$ cat src/rv_decode_pkg.sv
`default_nettype none

package rv_decode_pkg;

  typedef logic [31:0] instr_t;
  typedef logic [31:0] word_t;
  typedef logic [4:0] reg_addr_t;
  typedef logic [11:0] csr_addr_t;

  // one-hot operation vectors
  typedef logic [9:0] alu_op_t;
  typedef logic [5:0] csr_op_t;
  typedef logic [3:0] mul_op_t;
  typedef logic [3:0] div_op_t;

  localparam int ALU_ADD = 0;
  localparam int ALU_SUB = 1;
  localparam int ALU_SLL = 2;
  localparam int ALU_SRL = 3;
  localparam int ALU_SRA = 4;
  localparam int ALU_SLT = 5;
  localparam int ALU_SLTU = 6;
  localparam int ALU_AND = 7;
  localparam int ALU_OR = 8;
  localparam int ALU_XOR = 9;

  localparam int CSR_RW = 0;
  localparam int CSR_RS = 1;
  localparam int CSR_RC = 2;
  localparam int CSR_RWI = 3;
  localparam int CSR_RSI = 4;
  localparam int CSR_RCI = 5;

  localparam int MUL_MUL = 0;
  localparam int MUL_MULH = 1;
  localparam int MUL_MULHSU = 2;
  localparam int MUL_MULHU = 3;

  localparam int DIV_DIV = 0;
  localparam int DIV_DIVU = 1;
  localparam int DIV_REM = 2;
  localparam int DIV_REMU = 3;

  localparam logic [6:0] OPCODE_LUI = 7'b0110111;
  localparam logic [6:0] OPCODE_IMM = 7'b0010011;
  localparam logic [6:0] OPCODE_REG = 7'b0110011;
  localparam logic [6:0] OPCODE_SYSTEM = 7'b1110011;

  // base integer funct3
  localparam logic [2:0] FUNCT_ADD = 3'b000;
  localparam logic [2:0] FUNCT_SLL = 3'b001;
  localparam logic [2:0] FUNCT_SLT = 3'b010;
  localparam logic [2:0] FUNCT_SLTU = 3'b011;
  localparam logic [2:0] FUNCT_XOR = 3'b100;
  localparam logic [2:0] FUNCT_SRL = 3'b101;
  localparam logic [2:0] FUNCT_OR = 3'b110;
  localparam logic [2:0] FUNCT_AND = 3'b111;

  // M extension funct3
  localparam logic [2:0] FUNCT_MUL = 3'b000;
  localparam logic [2:0] FUNCT_MULH = 3'b001;
  localparam logic [2:0] FUNCT_MULHSU = 3'b010;
  localparam logic [2:0] FUNCT_MULHU = 3'b011;
  localparam logic [2:0] FUNCT_DIV = 3'b100;
  localparam logic [2:0] FUNCT_DIVU = 3'b101;
  localparam logic [2:0] FUNCT_REM = 3'b110;
  localparam logic [2:0] FUNCT_REMU = 3'b111;

  // system funct3
  localparam logic [2:0] FUNCT_PRIV = 3'b000;
  localparam logic [2:0] FUNCT_CSRRW = 3'b001;
  localparam logic [2:0] FUNCT_CSRRS = 3'b010;
  localparam logic [2:0] FUNCT_CSRRC = 3'b011;
  localparam logic [2:0] FUNCT_CSRRWI = 3'b101;
  localparam logic [2:0] FUNCT_CSRRSI = 3'b110;
  localparam logic [2:0] FUNCT_CSRRCI = 3'b111;

  localparam csr_addr_t CSR_ECALL = 12'h000;
  localparam csr_addr_t CSR_EBREAK = 12'h001;
  localparam csr_addr_t CSR_MRET = 12'h302;
  localparam csr_addr_t CSR_WFI = 12'h105;

  // addi x0,x0,0
  localparam instr_t NOP_INSTR = 32'h0000_0013;

  localparam logic [3:0] ADDR_INSTR = 4'h0;
  localparam logic [3:0] ADDR_STATUS = 4'h4;
  localparam logic [3:0] ADDR_ILLEGAL = 4'h8;

endpackage

`default_nettype wire

$ cat src/apb_instr_port.sv
`default_nettype none

module apb_instr_port #(
  parameter int FIFO_DEPTH = 4
) (
  input wire logic clk,
  input wire logic rst_n,
  input wire logic psel,
  input wire logic penable,
  input wire logic pwrite,
  input wire logic [3:0] paddr,
  input wire rv_decode_pkg::word_t pwdata,
  output rv_decode_pkg::word_t prdata,
  output logic pready,
  output logic pslverr,
  output logic push,
  output rv_decode_pkg::instr_t push_data,
  input wire logic full,
  input wire logic [$clog2(FIFO_DEPTH):0] count,
  input wire rv_decode_pkg::word_t illegal_count
);
  import rv_decode_pkg::*;

  localparam int CNT_W = $clog2(FIFO_DEPTH) + 1;

  logic setup;
  logic access;
  logic wr_instr;
  logic rd_mapped;
  word_t status;

  assign setup = psel & ~penable;
  assign access = psel & penable;

  assign wr_instr = pwrite & (paddr == ADDR_INSTR);
  // the instruction register is write-only
  assign rd_mapped = ~pwrite & ((paddr == ADDR_STATUS) | (paddr == ADDR_ILLEGAL));

  // zero wait states, every transfer ends in its first access cycle
  assign pready = 1'b1;

  assign push = access & wr_instr & ~full;
  assign push_data = pwdata;

  // a write into a full FIFO is dropped and flagged
  assign pslverr = access & ~(wr_instr & ~full) & ~rd_mapped;

  assign status = {full, {(31 - CNT_W){1'b0}}, count};

  // read data is taken in the setup phase so it is on the bus for the access phase
  always_ff @(posedge clk) begin
    if (setup && !pwrite) begin
      case (paddr)
        ADDR_STATUS: prdata <= status;
        ADDR_ILLEGAL: prdata <= illegal_count;
        default: prdata <= '0;
      endcase
    end
  end

  property p_push_one_cycle;
    @(posedge clk) disable iff (!rst_n) push |=> !push;
  endproperty

  a_push_one_cycle: assert property (p_push_one_cycle)
    else $error("push held for more than one cycle");

endmodule

`default_nettype wire

$ cat src/instr_fifo.sv
`default_nettype none

module instr_fifo #(
  parameter int FIFO_DEPTH = 4
) (
  input wire logic clk,
  input wire logic rst_n,
  input wire logic push,
  input wire rv_decode_pkg::instr_t push_data,
  input wire logic pop,
  output rv_decode_pkg::instr_t pop_data,
  output logic full,
  output logic empty,
  output logic [$clog2(FIFO_DEPTH):0] count
);
  import rv_decode_pkg::*;

  localparam int AW = $clog2(FIFO_DEPTH);

  instr_t mem [FIFO_DEPTH];
  logic [AW-1:0] wr_ptr;
  logic [AW-1:0] rd_ptr;

  // pointers wrap on their own since the depth is a power of two
  always_ff @(posedge clk or negedge rst_n) begin
    if (!rst_n) begin
      wr_ptr <= '0;
      rd_ptr <= '0;
      count <= '0;
    end else begin
      if (push) begin
        wr_ptr <= wr_ptr + 1'b1;
      end
      if (pop) begin
        rd_ptr <= rd_ptr + 1'b1;
      end
      case ({push, pop})
        2'b10: count <= count + 1'b1;
        2'b01: count <= count - 1'b1;
        default: count <= count;
      endcase
    end
  end

  always_ff @(posedge clk) begin
    if (push) begin
      mem[wr_ptr] <= push_data;
    end
  end

  // head word shown before the pop
  assign pop_data = mem[rd_ptr];

  assign full = (count == (AW + 1)'(FIFO_DEPTH));
  assign empty = (count == '0);

  a_no_overflow: assert property (@(posedge clk) disable iff (!rst_n) !(push && full))
    else $error("push into full FIFO");

  a_no_underflow: assert property (@(posedge clk) disable iff (!rst_n) !(pop && empty))
    else $error("pop from empty FIFO");

endmodule

`default_nettype wire

$ cat src/postdecoder.sv
`default_nettype none

module postdecoder (
  input wire rv_decode_pkg::instr_t instr,
  output rv_decode_pkg::word_t imm,
  output logic wren,
  output logic rden1,
  output logic rden2,
  output logic cwren,
  output logic crden,
  output logic lui,
  output logic nop,
  output logic csrreg,
  output logic division,
  output logic mult,
  output rv_decode_pkg::alu_op_t alu_op,
  output rv_decode_pkg::csr_op_t csr_op,
  output rv_decode_pkg::div_op_t div_op,
  output rv_decode_pkg::mul_op_t mul_op,
  output logic ecall,
  output logic ebreak,
  output logic mret,
  output logic wfi,
  output logic legal
);
  import rv_decode_pkg::*;

  logic [6:0] opcode;
  logic [2:0] funct3;
  reg_addr_t rd;
  reg_addr_t rs1;
  csr_addr_t csr_field;
  word_t imm_c;
  word_t imm_i;
  word_t imm_u;
  logic rd_nz;
  logic rs1_nz;

  assign opcode = instr[6:0];
  assign funct3 = instr[14:12];
  assign rd = instr[11:7];
  assign rs1 = instr[19:15];
  assign csr_field = instr[31:20];

  // csr uimm lives in the rs1 field
  assign imm_c = {27'h0, rs1};
  assign imm_i = {{20{instr[31]}}, instr[31:20]};
  assign imm_u = {instr[31:12], 12'h0};

  assign rd_nz = |rd;
  // also covers the uimm of the immediate csr forms
  assign rs1_nz = |rs1;

  always_comb begin
    imm = '0;
    wren = 1'b0;
    rden1 = 1'b0;
    rden2 = 1'b0;
    cwren = 1'b0;
    crden = 1'b0;
    lui = 1'b0;
    nop = 1'b0;
    csrreg = 1'b0;
    division = 1'b0;
    mult = 1'b0;
    alu_op = '0;
    csr_op = '0;
    div_op = '0;
    mul_op = '0;
    ecall = 1'b0;
    ebreak = 1'b0;
    mret = 1'b0;
    wfi = 1'b0;
    legal = 1'b1;

    case (opcode)
      OPCODE_LUI: begin
        imm = imm_u;
        wren = rd_nz;
        lui = 1'b1;
      end
      OPCODE_IMM: begin
        imm = imm_i;
        wren = rd_nz;
        rden1 = 1'b1;
        case (funct3)
          FUNCT_ADD: alu_op[ALU_ADD] = 1'b1;
          FUNCT_SLL: begin
            alu_op[ALU_SLL] = 1'b1;
            legal = ~instr[25];
          end
          FUNCT_SRL: begin
            alu_op[ALU_SRL] = ~instr[30];
            alu_op[ALU_SRA] = instr[30];
            legal = ~instr[25];
          end
          FUNCT_SLT: alu_op[ALU_SLT] = 1'b1;
          FUNCT_SLTU: alu_op[ALU_SLTU] = 1'b1;
          FUNCT_AND: alu_op[ALU_AND] = 1'b1;
          FUNCT_OR: alu_op[ALU_OR] = 1'b1;
          FUNCT_XOR: alu_op[ALU_XOR] = 1'b1;
        endcase
      end
      OPCODE_REG: begin
        wren = rd_nz;
        rden1 = 1'b1;
        rden2 = 1'b1;
        if (!instr[25]) begin
          case (funct3)
            FUNCT_ADD: begin
              alu_op[ALU_ADD] = ~instr[30];
              alu_op[ALU_SUB] = instr[30];
            end
            FUNCT_SLL: alu_op[ALU_SLL] = 1'b1;
            FUNCT_SRL: begin
              alu_op[ALU_SRL] = ~instr[30];
              alu_op[ALU_SRA] = instr[30];
            end
            FUNCT_SLT: alu_op[ALU_SLT] = 1'b1;
            FUNCT_SLTU: alu_op[ALU_SLTU] = 1'b1;
            FUNCT_AND: alu_op[ALU_AND] = 1'b1;
            FUNCT_OR: alu_op[ALU_OR] = 1'b1;
            FUNCT_XOR: alu_op[ALU_XOR] = 1'b1;
          endcase
        end else begin
          // M extension
          mult = ~funct3[2];
          division = funct3[2];
          case (funct3)
            FUNCT_MUL: mul_op[MUL_MUL] = 1'b1;
            FUNCT_MULH: mul_op[MUL_MULH] = 1'b1;
            FUNCT_MULHSU: mul_op[MUL_MULHSU] = 1'b1;
            FUNCT_MULHU: mul_op[MUL_MULHU] = 1'b1;
            FUNCT_DIV: div_op[DIV_DIV] = 1'b1;
            FUNCT_DIVU: div_op[DIV_DIVU] = 1'b1;
            FUNCT_REM: div_op[DIV_REM] = 1'b1;
            FUNCT_REMU: div_op[DIV_REMU] = 1'b1;
          endcase
        end
      end
      OPCODE_SYSTEM: begin
        imm = imm_c;
        csrreg = (funct3 != FUNCT_PRIV) & (funct3 != 3'b100);
        if (csrreg) begin
          wren = rd_nz;
          rden1 = ~funct3[2];
        end
        case (funct3)
          FUNCT_PRIV: begin
            case (csr_field)
              CSR_ECALL: ecall = 1'b1;
              CSR_EBREAK: ebreak = 1'b1;
              CSR_MRET: mret = 1'b1;
              CSR_WFI: wfi = 1'b1;
              default: legal = 1'b0;
            endcase
          end
          // swap forms skip the csr read when rd is x0
          FUNCT_CSRRW: begin
            cwren = 1'b1;
            crden = rd_nz;
            csr_op[CSR_RW] = 1'b1;
          end
          FUNCT_CSRRWI: begin
            cwren = 1'b1;
            crden = rd_nz;
            csr_op[CSR_RWI] = 1'b1;
          end
          // set and clear forms skip the csr write when the mask is zero
          FUNCT_CSRRS: begin
            cwren = rs1_nz;
            crden = 1'b1;
            csr_op[CSR_RS] = 1'b1;
          end
          FUNCT_CSRRC: begin
            cwren = rs1_nz;
            crden = 1'b1;
            csr_op[CSR_RC] = 1'b1;
          end
          FUNCT_CSRRSI: begin
            cwren = rs1_nz;
            crden = 1'b1;
            csr_op[CSR_RSI] = 1'b1;
          end
          FUNCT_CSRRCI: begin
            cwren = rs1_nz;
            crden = 1'b1;
            csr_op[CSR_RCI] = 1'b1;
          end
          // funct3 4 is reserved
          default: legal = 1'b0;
        endcase
      end
      default: legal = 1'b0;
    endcase

    if (instr == NOP_INSTR) begin
      alu_op[ALU_ADD] = 1'b0;
      nop = 1'b1;
    end
  end

  always_comb begin
    a_alu_onehot: assert ($onehot0(alu_op)) else $error("alu_op not one-hot");
    a_csr_onehot: assert ($onehot0(csr_op)) else $error("csr_op not one-hot");
    a_mul_onehot: assert ($onehot0(mul_op)) else $error("mul_op not one-hot");
    a_div_onehot: assert ($onehot0(div_op)) else $error("div_op not one-hot");
  end

endmodule

`default_nettype wire

$ cat src/decode_stage.sv
`default_nettype none

module decode_stage (
  input wire logic clk,
  input wire logic rst_n,
  input wire rv_decode_pkg::instr_t pop_data,
  input wire logic empty,
  output logic pop,
  output logic dec_valid,
  input wire logic dec_ready,
  output rv_decode_pkg::word_t dec_imm,
  output logic dec_wren,
  output logic dec_rden1,
  output logic dec_rden2,
  output logic dec_cwren,
  output logic dec_crden,
  output logic dec_lui,
  output logic dec_nop,
  output logic dec_csrreg,
  output logic dec_division,
  output logic dec_mult,
  output rv_decode_pkg::alu_op_t dec_alu_op,
  output rv_decode_pkg::csr_op_t dec_csr_op,
  output rv_decode_pkg::div_op_t dec_div_op,
  output rv_decode_pkg::mul_op_t dec_mul_op,
  output logic dec_ecall,
  output logic dec_ebreak,
  output logic dec_mret,
  output logic dec_wfi,
  output logic dec_legal,
  output rv_decode_pkg::reg_addr_t dec_rd,
  output rv_decode_pkg::reg_addr_t dec_rs1,
  output rv_decode_pkg::reg_addr_t dec_rs2,
  output rv_decode_pkg::csr_addr_t dec_csr_addr,
  output rv_decode_pkg::word_t illegal_count
);
  import rv_decode_pkg::*;

  word_t pd_imm;
  logic pd_wren;
  logic pd_rden1;
  logic pd_rden2;
  logic pd_cwren;
  logic pd_crden;
  logic pd_lui;
  logic pd_nop;
  logic pd_csrreg;
  logic pd_division;
  logic pd_mult;
  alu_op_t pd_alu_op;
  csr_op_t pd_csr_op;
  div_op_t pd_div_op;
  mul_op_t pd_mul_op;
  logic pd_ecall;
  logic pd_ebreak;
  logic pd_mret;
  logic pd_wfi;
  logic pd_legal;

  postdecoder u_postdec (
    .instr(pop_data),
    .imm(pd_imm),
    .wren(pd_wren),
    .rden1(pd_rden1),
    .rden2(pd_rden2),
    .cwren(pd_cwren),
    .crden(pd_crden),
    .lui(pd_lui),
    .nop(pd_nop),
    .csrreg(pd_csrreg),
    .division(pd_division),
    .mult(pd_mult),
    .alu_op(pd_alu_op),
    .csr_op(pd_csr_op),
    .div_op(pd_div_op),
    .mul_op(pd_mul_op),
    .ecall(pd_ecall),
    .ebreak(pd_ebreak),
    .mret(pd_mret),
    .wfi(pd_wfi),
    .legal(pd_legal)
  );

  // take a word when the output register is empty or drains this cycle
  assign pop = ~empty & (~dec_valid | dec_ready);

  always_ff @(posedge clk or negedge rst_n) begin
    if (!rst_n) begin
      dec_valid <= 1'b0;
      illegal_count <= '0;
    end else begin
      if (pop) begin
        dec_valid <= 1'b1;
      end else if (dec_ready) begin
        dec_valid <= 1'b0;
      end
      if (pop && !pd_legal) begin
        illegal_count <= illegal_count + 1'b1;
      end
    end
  end

  always_ff @(posedge clk) begin
    if (pop) begin
      dec_imm <= pd_imm;
      dec_wren <= pd_wren;
      dec_rden1 <= pd_rden1;
      dec_rden2 <= pd_rden2;
      dec_cwren <= pd_cwren;
      dec_crden <= pd_crden;
      dec_lui <= pd_lui;
      dec_nop <= pd_nop;
      dec_csrreg <= pd_csrreg;
      dec_division <= pd_division;
      dec_mult <= pd_mult;
      dec_alu_op <= pd_alu_op;
      dec_csr_op <= pd_csr_op;
      dec_div_op <= pd_div_op;
      dec_mul_op <= pd_mul_op;
      dec_ecall <= pd_ecall;
      dec_ebreak <= pd_ebreak;
      dec_mret <= pd_mret;
      dec_wfi <= pd_wfi;
      dec_legal <= pd_legal;
      dec_rd <= pop_data[11:7];
      dec_rs1 <= pop_data[19:15];
      dec_rs2 <= pop_data[24:20];
      dec_csr_addr <= pop_data[31:20];
    end
  end

  // a stalled result stays valid and unchanged until it is taken
  property p_hold_under_stall;
    @(posedge clk) disable iff (!rst_n)
      dec_valid && !dec_ready |=> dec_valid && $stable({dec_imm, dec_wren, dec_rden1,
        dec_rden2, dec_cwren, dec_crden, dec_lui, dec_nop, dec_csrreg, dec_division,
        dec_mult, dec_alu_op, dec_csr_op, dec_div_op, dec_mul_op, dec_ecall, dec_ebreak,
        dec_mret, dec_wfi, dec_legal, dec_rd, dec_rs1, dec_rs2, dec_csr_addr});
  endproperty

  a_hold_under_stall: assert property (p_hold_under_stall)
    else $error("decode output changed while stalled");

endmodule

`default_nettype wire

$ cat src/decode_top.sv
`default_nettype none

module decode_top #(
  parameter int FIFO_DEPTH = 4
) (
  input wire logic clk,
  input wire logic rst_n,
  input wire logic psel,
  input wire logic penable,
  input wire logic pwrite,
  input wire logic [3:0] paddr,
  input wire rv_decode_pkg::word_t pwdata,
  output rv_decode_pkg::word_t prdata,
  output logic pready,
  output logic pslverr,
  input wire logic dec_ready,
  output logic dec_valid,
  output rv_decode_pkg::word_t dec_imm,
  output logic dec_wren,
  output logic dec_rden1,
  output logic dec_rden2,
  output logic dec_cwren,
  output logic dec_crden,
  output logic dec_lui,
  output logic dec_nop,
  output logic dec_csrreg,
  output logic dec_division,
  output logic dec_mult,
  output rv_decode_pkg::alu_op_t dec_alu_op,
  output rv_decode_pkg::csr_op_t dec_csr_op,
  output rv_decode_pkg::div_op_t dec_div_op,
  output rv_decode_pkg::mul_op_t dec_mul_op,
  output logic dec_ecall,
  output logic dec_ebreak,
  output logic dec_mret,
  output logic dec_wfi,
  output logic dec_legal,
  output rv_decode_pkg::reg_addr_t dec_rd,
  output rv_decode_pkg::reg_addr_t dec_rs1,
  output rv_decode_pkg::reg_addr_t dec_rs2,
  output rv_decode_pkg::csr_addr_t dec_csr_addr
);
  import rv_decode_pkg::*;

  logic push;
  instr_t push_data;
  logic pop;
  instr_t pop_data;
  logic full;
  logic empty;
  logic [$clog2(FIFO_DEPTH):0] count;
  word_t illegal_count;

  // all three blocks share the same signal names, so ports connect by name
  apb_instr_port #(.FIFO_DEPTH(FIFO_DEPTH)) u_port (.*);

  instr_fifo #(.FIFO_DEPTH(FIFO_DEPTH)) u_fifo (.*);

  decode_stage u_stage (.*);

endmodule

`default_nettype wire

$ cat config.mk
export PLATFORM = sky130hd
export DESIGN_NAME = decode_top
export DESIGN_NICKNAME = d
export VERILOG_FILES = /design/src/rv_decode_pkg.sv /design/src/apb_instr_port.sv /design/src/instr_fifo.sv /design/src/postdecoder.sv /design/src/decode_stage.sv /design/src/decode_top.sv
export SDC_FILE = /design/constraint.sdc
export NUM_CORES = 1
export LEC_CHECK = 0
export BUFFER_PORTS_ARGS = -buffer_cell sky130_fd_sc_hd__buf_4
export CORE_ASPECT_RATIO = 1.25
export CORE_UTILIZATION = 55
export DETAILED_ROUTE_END_ITERATION = 10
export PLACE_DENSITY = 0.87
export SYNTH_ARGS = -nofsm -noshare
export SYNTH_HDL_FRONTEND = slang
export SYNTH_SLANG_ARGS = --single-unit
export TNS_END_PERCENT = 10
$ cat constraint.sdc
create_clock -name clk -period 10.5 [get_ports clk]
set_input_delay 0 -clock clk [delete_from_list [all_inputs] [get_ports clk]]
set_output_delay 0 -clock clk [all_outputs]
set_load 0.02 [all_outputs]
* Word level (Yosys, flattened, before mapping)
Memory sizes are Yosys's and may differ from the RTL's.
Index checks and enable logic that the tools add are counted.
** Operators by class
- Add/subtract/negate cells :: 5
- Eq/ne operators :: 21
- Multiplexer cells :: 37
- Bitwise logic cells :: 25
- Reduce and logical (&&, ||, !) cells :: 23
** Operators with widths (count)
- 32-bit case mux with 3 select lines :: 1
- 32-bit case mux with 2 select lines :: 1
- 32-bit by 1-bit adder with 32-bit output, second input constant :: 1
- 32-bit by 5-bit == test with 1-bit output, second input constant :: 1
- 1-bit two-way mux :: 23
- 8-bit case mux with 2 select lines :: 1
- 3-bit == test, second input constant :: 5
- 7-bit by 6-bit == test with 1-bit output, second input constant :: 2
- 12-bit by 1-bit == test with 1-bit output, second input constant :: 1
- 12-bit by 10-bit == test with 1-bit output, second input constant :: 1
- 12-bit by 9-bit == test with 1-bit output, second input constant :: 1
- 12-bit logical NOT :: 1
- 1-bit NOT :: 12
- 1-bit case mux with 2 select lines :: 6
- 1-bit bitwise AND :: 11
- 10-bit two-way mux :: 1
- 5-bit OR reduction :: 2
- 4-bit OR reduction :: 2
- 7-bit by 5-bit == test with 1-bit output, second input constant :: 1
- 7-bit == test, second input constant :: 1
- 3-bit by 2-bit == test with 1-bit output, second input constant :: 2
- 3-bit logical NOT :: 2
- 3-bit case mux with 2 select lines :: 1
- 2-bit OR reduction :: 3
- 20 further kinds :: 28
** Storage, ports and cells
- Register bits :: 170
- RAM bits :: 128
- Input port bits :: 42
- Output and inout port bits :: 133
- Logic and storage cells :: 144
- Memories :: 1
** Memory list
- u_fifo.mem :: words 4, width 32, read ports 1, clocked after memory_dff 0, write ports 1, line instr_fifo.sv:20 : instr_t mem [FIFO_DEPTH];

* Longest topological paths before layout
An unclocked memory read counts as a cell.
- Depth in word-level cells :: 8
- Depth in mapped cells :: 12
- Gate-level depth less buffers :: 11

* By module
A second synthesis with hierarchy kept.
** Unflattened totals
- Cells, all modules :: 695
- Area total of the unflattened synthesis :: 11902.7 µm²
** By module, submodules not included
- instr_fifo :: times used 1, cells each 205, area an instance 5063.6 µm², sequential area each 4018.9 µm²
- decode_stage :: times used 1, cells each 242, area an instance 4456.8 µm², sequential area each 3618.5 µm²
- apb_instr_port :: times used 1, cells each 118, area an instance 1576.5 µm², sequential area each 960.9 µm²
- postdecoder :: times used 1, cells each 130, area an instance 805.8 µm², sequential area each 0.0 µm²

* Worst setup path before layout
No wires, ideal clock.
- Path kind :: register to register
- Start point :: register u_fifo.count[2]
- End point :: register u_fifo.count[2]
- Library setup time :: 0.079 ns
- Data arrival time :: 6.927 ns
- Data required time :: 10.421 ns
- Setup slack :: 3.494 ns
- Stages on the path, launching flop included :: 9
- Path buffers :: 0
- Clock period less this slack :: 7.006 ns
- Path through :: dfrtp_1 -> nor3_1 -> a21oi_1 -> ha_1 -> inv_1 -> fa_1 -> xor2_1 -> nor2_1 -> xor2_1
** Between the ends
- Cells in the longest elaborated chain, start to end :: 5
- Elaborated cells on any way between the ends :: 12
- Those cells by class :: add/sub (2); eq/ne (3); mux (1); bitwise (4); reduce/logical (2)
** RTL lines
- start, declared :: line instr_fifo.sv:14 : output logic [$clog2(FIFO_DEPTH):0] count
- start signal, assigned :: line instr_fifo.sv:38 : 2'b10: count <= count + 1'b1;
- start signal, assigned :: line instr_fifo.sv:39 : 2'b01: count <= count - 1'b1;
- start signal, assigned :: line instr_fifo.sv:40 : default: count <= count;
- 3-bit logical NOT * :: line instr_fifo.sv:55 : assign empty = (count == '0);
- 1-bit NOT * :: line decode_stage.sv:85 : assign pop = ~empty & (~dec_valid | dec_ready);
- 1-bit bitwise AND * :: line decode_stage.sv:85
- named net pop :: line decode_top.sv:47 : logic pop;
- 2-bit by 1-bit == test with 1-bit output / 2-bit == test (equally long branches) :: line instr_fifo.sv:37 : case ({push, pop})
- 3-bit case mux with 2 select lines / 2-bit nonzero test (equally long branches)
Mark *: on every way through the listed nets, which the timed path passes. The rest lies on a longest branch.
A chain may end at the register's enable or synchronous reset.

* Final worst setup path
- Start point :: register u_fifo.rd_ptr[0]
- End point :: register u_stage.illegal_count[17]
** Between the ends
- Cells in the longest elaborated chain, start to end :: 8
- Elaborated cells on any way between the ends :: 27
- Those cells by class :: eq/ne (13); mux (4); bitwise (1); reduce/logical (8); memory (1)
** RTL lines
- start, declared :: line instr_fifo.sv:22 : logic [AW-1:0] rd_ptr;
- start signal, assigned :: line instr_fifo.sv:35 : rd_ptr <= rd_ptr + 1'b1;
- memory 4 x 32 bit *
- 12-bit by 9-bit == test with 1-bit output (tied with other cells) :: line postdecoder.sv:150 : case (csr_field)
- 4-bit OR reduction (no source line)
- 1-bit two-way mux :: line postdecoder.sv:150
- 1-bit case mux with 2 select lines :: line postdecoder.sv:148 : case (funct3)
- 1-bit case mux with 3 select lines * :: line postdecoder.sv:76 : case (opcode)
- 1-bit logical NOT * :: line decode_stage.sv:97 : if (pop && !pd_legal) begin
- 1-bit logical AND * :: line decode_stage.sv:97
- end signal, assigned :: line decode_stage.sv:98 : illegal_count <= illegal_count + 1'b1;
- end, declared :: line decode_stage.sv:35 : output rv_decode_pkg::word_t illegal_count
Every way passes the cells marked *; elsewhere a longest branch is shown, timed or not.

==> results.md <==
* Core Area at 20200 µm²
* DR iter-0 viols at 563
* Synth Area in XOR/XNOR at roughly 2.8%
* Largest family of logic cells by synthesized area: simple AND/OR/NAND/NOR gates
* Peak supply drop at 189 µV
* # diodes at 0
* PnR worst setup slack at 6240 ps
* Post-synthesis compound-gate area fraction at 2.71%
* Setup Skew at 10.0 ps
* Crit path launch type: flop
* Dominant cell type by area after synthesis: edfxtp_1
* Crit path max fanout at 34
* Gr ovfl total at 0
* Worst-path clk slew at roughly 70 ps
* Vias per std cell at 5.60
* Syn Nets at 720
* Drt first pass iters at 5
* Final-report setup violation count at 0
* RSZ-0062 raised after global routing: false
* Routed wire length at 25.0 mm
* Max Freq at 0.235 GHz
* Worst-Skew Late Latency at about 520 ps
* Fraction of layout cells with a size suffix above 1 at around 29%
* RR Endpoint: u_stage.illegal_count[17]
* Reg-to-reg slack, setup at slightly above 6000 ps
* CP arrival at about 4700 ps
* Post-synth EDFFs at 253
* Via count at around 6600
* Cts bufs inserted at 26
* Mapped Cells at between 600 and 700
* R2r startpoint: u_fifo.rd_ptr[0]
* Die width at approximately 130 µm
* Antenna-violating nets left at 0
* Post-layout min period at 4260 ps
* Fillers at approximately 1300
* Relative slew slack at roughly 25%
* Post-synthesis cell type count at between 40 and 50
* Leak pwr at about 5.5 nW
* Post-Syn Area at between 10000 and 15000 µm²
* I/O pin cnt at 175
* Worst-Margin Slew at between 1000 and 1500 ps
* Outcome: completed
* Die Y at around 160 µm
* Site row count at slightly below 60
* CTS H-tree depth at 1
* First-pass GRT wire length at ~37 mm
* Clock Path Buffers at 3
* Synth warnings at 0
* Flops & latches, synth at about 300
* Fin crit share at 40.6%
* WP data required at 10890 ps
* CTS tree: yes
* Worst reg2reg path depth at 7
* Dpl ws at about 6300 ps
* Simple-Gate Fraction of Synth Area at 10.0%
* Clock tree sinks at 293
* Hold WS at approximately 23 ps
* CP endpoint kind: flop
* Final Hold Fails at 0
* Max Cap Viol at 0
* Syn Area/Cell at 17.0 µm²
* CTS root buf: clkbuf_16
* Sum Neg Setup Slack at 0 ps
* Postcts setup bufs at 0
* Largest net degree at the start of global routing at slightly below 80
* All-layer global routing usage at 23.9%
* Overall power consumption at between 3 and 4 mW
* Initial antenna violation count at 0
* Area delta synth->final at 24.5%
* Post_cts resized at 0
* Yosys top cell area share at ~67%
* Area occupied by multi-input gates at roughly 2600 µm²
* Synth async-reset ratio at a little over an eighth
* Max-slew violation count at 0
* # DRC at 0
* Final Wtd Congestion at about 0.86
* Starting Density at 56.4%
* Die footprint at ~21000 µm²
* Post-synthesis sequential area ratio at 75.5%
* Fin util at between 70 and 80%
* Adder-cell area share of the yosys netlist at less than 1%
* Crit Path Class: reg2reg
* Avg WL per Cell at around 21 µm
* HP Class: in2async
* Net count, final at approximately 940
* Commonest register cell after synthesis: edfxtp_1
* Port bufs at 173
* Synth area leaders: edfxtp_1 (67%), dfrtp_1 (8.8%), mux4_2 (5.5%)
* HPWL after detailed placement at 15.5 mm
* Cell Pwr Density at between 200 and 250 nW/µm²
* Seq. cell area at between 8000 and 9000 µm²
* Vias in the first global route at between 6000 and 7000
* Mux cell area share after synthesis at between 5 and 6%
[worst max-delay path by stage]
stage | start | to | slack [ps]
after global routing | u_fifo.rd_ptr[0] | u_stage.illegal_count[17] | 5920
after global placement | u_fifo.rd_ptr[0] | u_stage.illegal_count[13] | 6400
after floorplan | u_fifo.count[2] | u_fifo.count[2] | 3490
final | u_fifo.rd_ptr[0] | u_stage.illegal_count[17] | 6240
after CTS | u_fifo.rd_ptr[0] | u_stage.illegal_count[17] | 6320
after detailed placement | u_fifo.rd_ptr[0] | u_stage.illegal_count[25] | 6340
[power breakdown]
group | total [mW] | internal [mW] | switching (mW)
Sequential | 1.57 | 1.45 | 0.123
Combinational | 0.808 | 0.325 | 0.483
Clock | 0.962 | 0.551 | 0.411
Total | 3.34 | 2.32 | 1.02
[metrics by stage]
step | cell area, µm² | cells
CTS | 14200 | 1176
global placement | 13000 | 1094
floorplan | 11400 | 671
finish | 14200 | 1176
global route | 14200 | 1176
detailed placement | 13000 | 1094
[cells by family after synthesis]
group	count (synthesis)
flip-flops	293
AND/OR/NAND/NOR	206
buffers and inverters	54
AO/OA/AOI/OAI	43
XOR/XNOR	37
multiplexers	30
adder cells (fa/ha/maj)	7
other	1
[cell usage in the layout (no fill, tap or decap), drive strengths merged, types with 2 or more instances in the layout]
cell	Yosys	final
edfxtp	253	253
buf	19	183
nor2	49	49
dfrtp	40	40
and2	39	39
dlygate4sd3	0	34
clkbuf	11	32
mux4	28	28
inv	24	26
xnor2	23	23
nand4	20	20
nand2	19	19
a21o	19	19
nor3	16	16
xor2	14	14
nand3	10	10
and3	9	9
a22o	8	8
clkinv	0	8
o21ai	6	6
ha	6	6
nor3b	6	6
and4	5	5
a21oi	5	5
nand4b	4	4
nor4	4	4
or3	4	4
nor2b	4	4
nand3b	4	4
clkinvlp	0	4
or4	3	3
or2	3	3
nor4b	3	3
nand2b	2	2
bufinv	0	2
[synth_stat cells, types with 4 or more instances]
master	instances
nor2b_1	4
and4_1	5
mux4_2	28
nand4_1	20
nand2_1	19
nor3b_1	6
buf_2	6
xor2_1	14
clkbuf_1	11
edfxtp_1	253
a21o_1	19
and3_1	9
o21ai_0	6
nand3b_1	4
or3_1	4
nand3_1	9
nor3_1	16
a21oi_1	5
nor2_1	49
a22o_1	8
xnor2_1	23
ha_1	6
buf_4	8
nand4b_1	4
and2_1	39
nor4_1	4
dfrtp_1	40
inv_1	24
[state kept, by name, summed over array words and instances (netlist names), 2 cells and up]
signal and count:
u_stage.dec_csr_addr 12, u_stage.dec_rs1 5, u_fifo.wr_ptr 2, u_stage.illegal_count 32
u_stage.dec_div_op 4, u_stage.dec_imm 32, u_stage.dec_alu_op 10, u_fifo.rd_ptr 2
u_stage.dec_csr_op 6, u_port.prdata 32, u_fifo.count 3, u_fifo.mem 128
u_stage.dec_rd 5, u_stage.dec_mul_op 4
[cell type report]
type                       count  share of cell area (%)
clock buffer                  32                    5.19
tap                          270                    2.38
clock inverter                16                    1.03
timing repair buffer         217                    12.1
sequential                   293                    60.7
inverter                      24                   0.635
multi-input combinational    324                    18.0
[worst max-delay path, stage by stage (launching register included)]
cell	delay [ps]
dfrtp_2	1110
mux4_2	740
or4_1	530
o31ai_1	240
nand4_1	160
o2111ai_1	900
nor2b_1	220
xor2_1	220
[per-layer routing]
| metal | wire (µm) | global-route usage, % | vias up |
|---|---|---|---|
| met5 | 0 | 0 | - |
| met3 | 1400 | 2.43 | 54 |
| li1 | - | - | 2957 |
| met1 | 9210 | 29.5 | 3267 |
| met4 | 862 | 9.56 | 0 |
| met2 | 13500 | 42.7 | 303 |
[repair_timing]
item                                    CTS  global route
hold buffers                             34             0
endpoints found under the setup margin    0             0
hold endpoints to repair                169             0
Power figures use the tool's default switching activity.
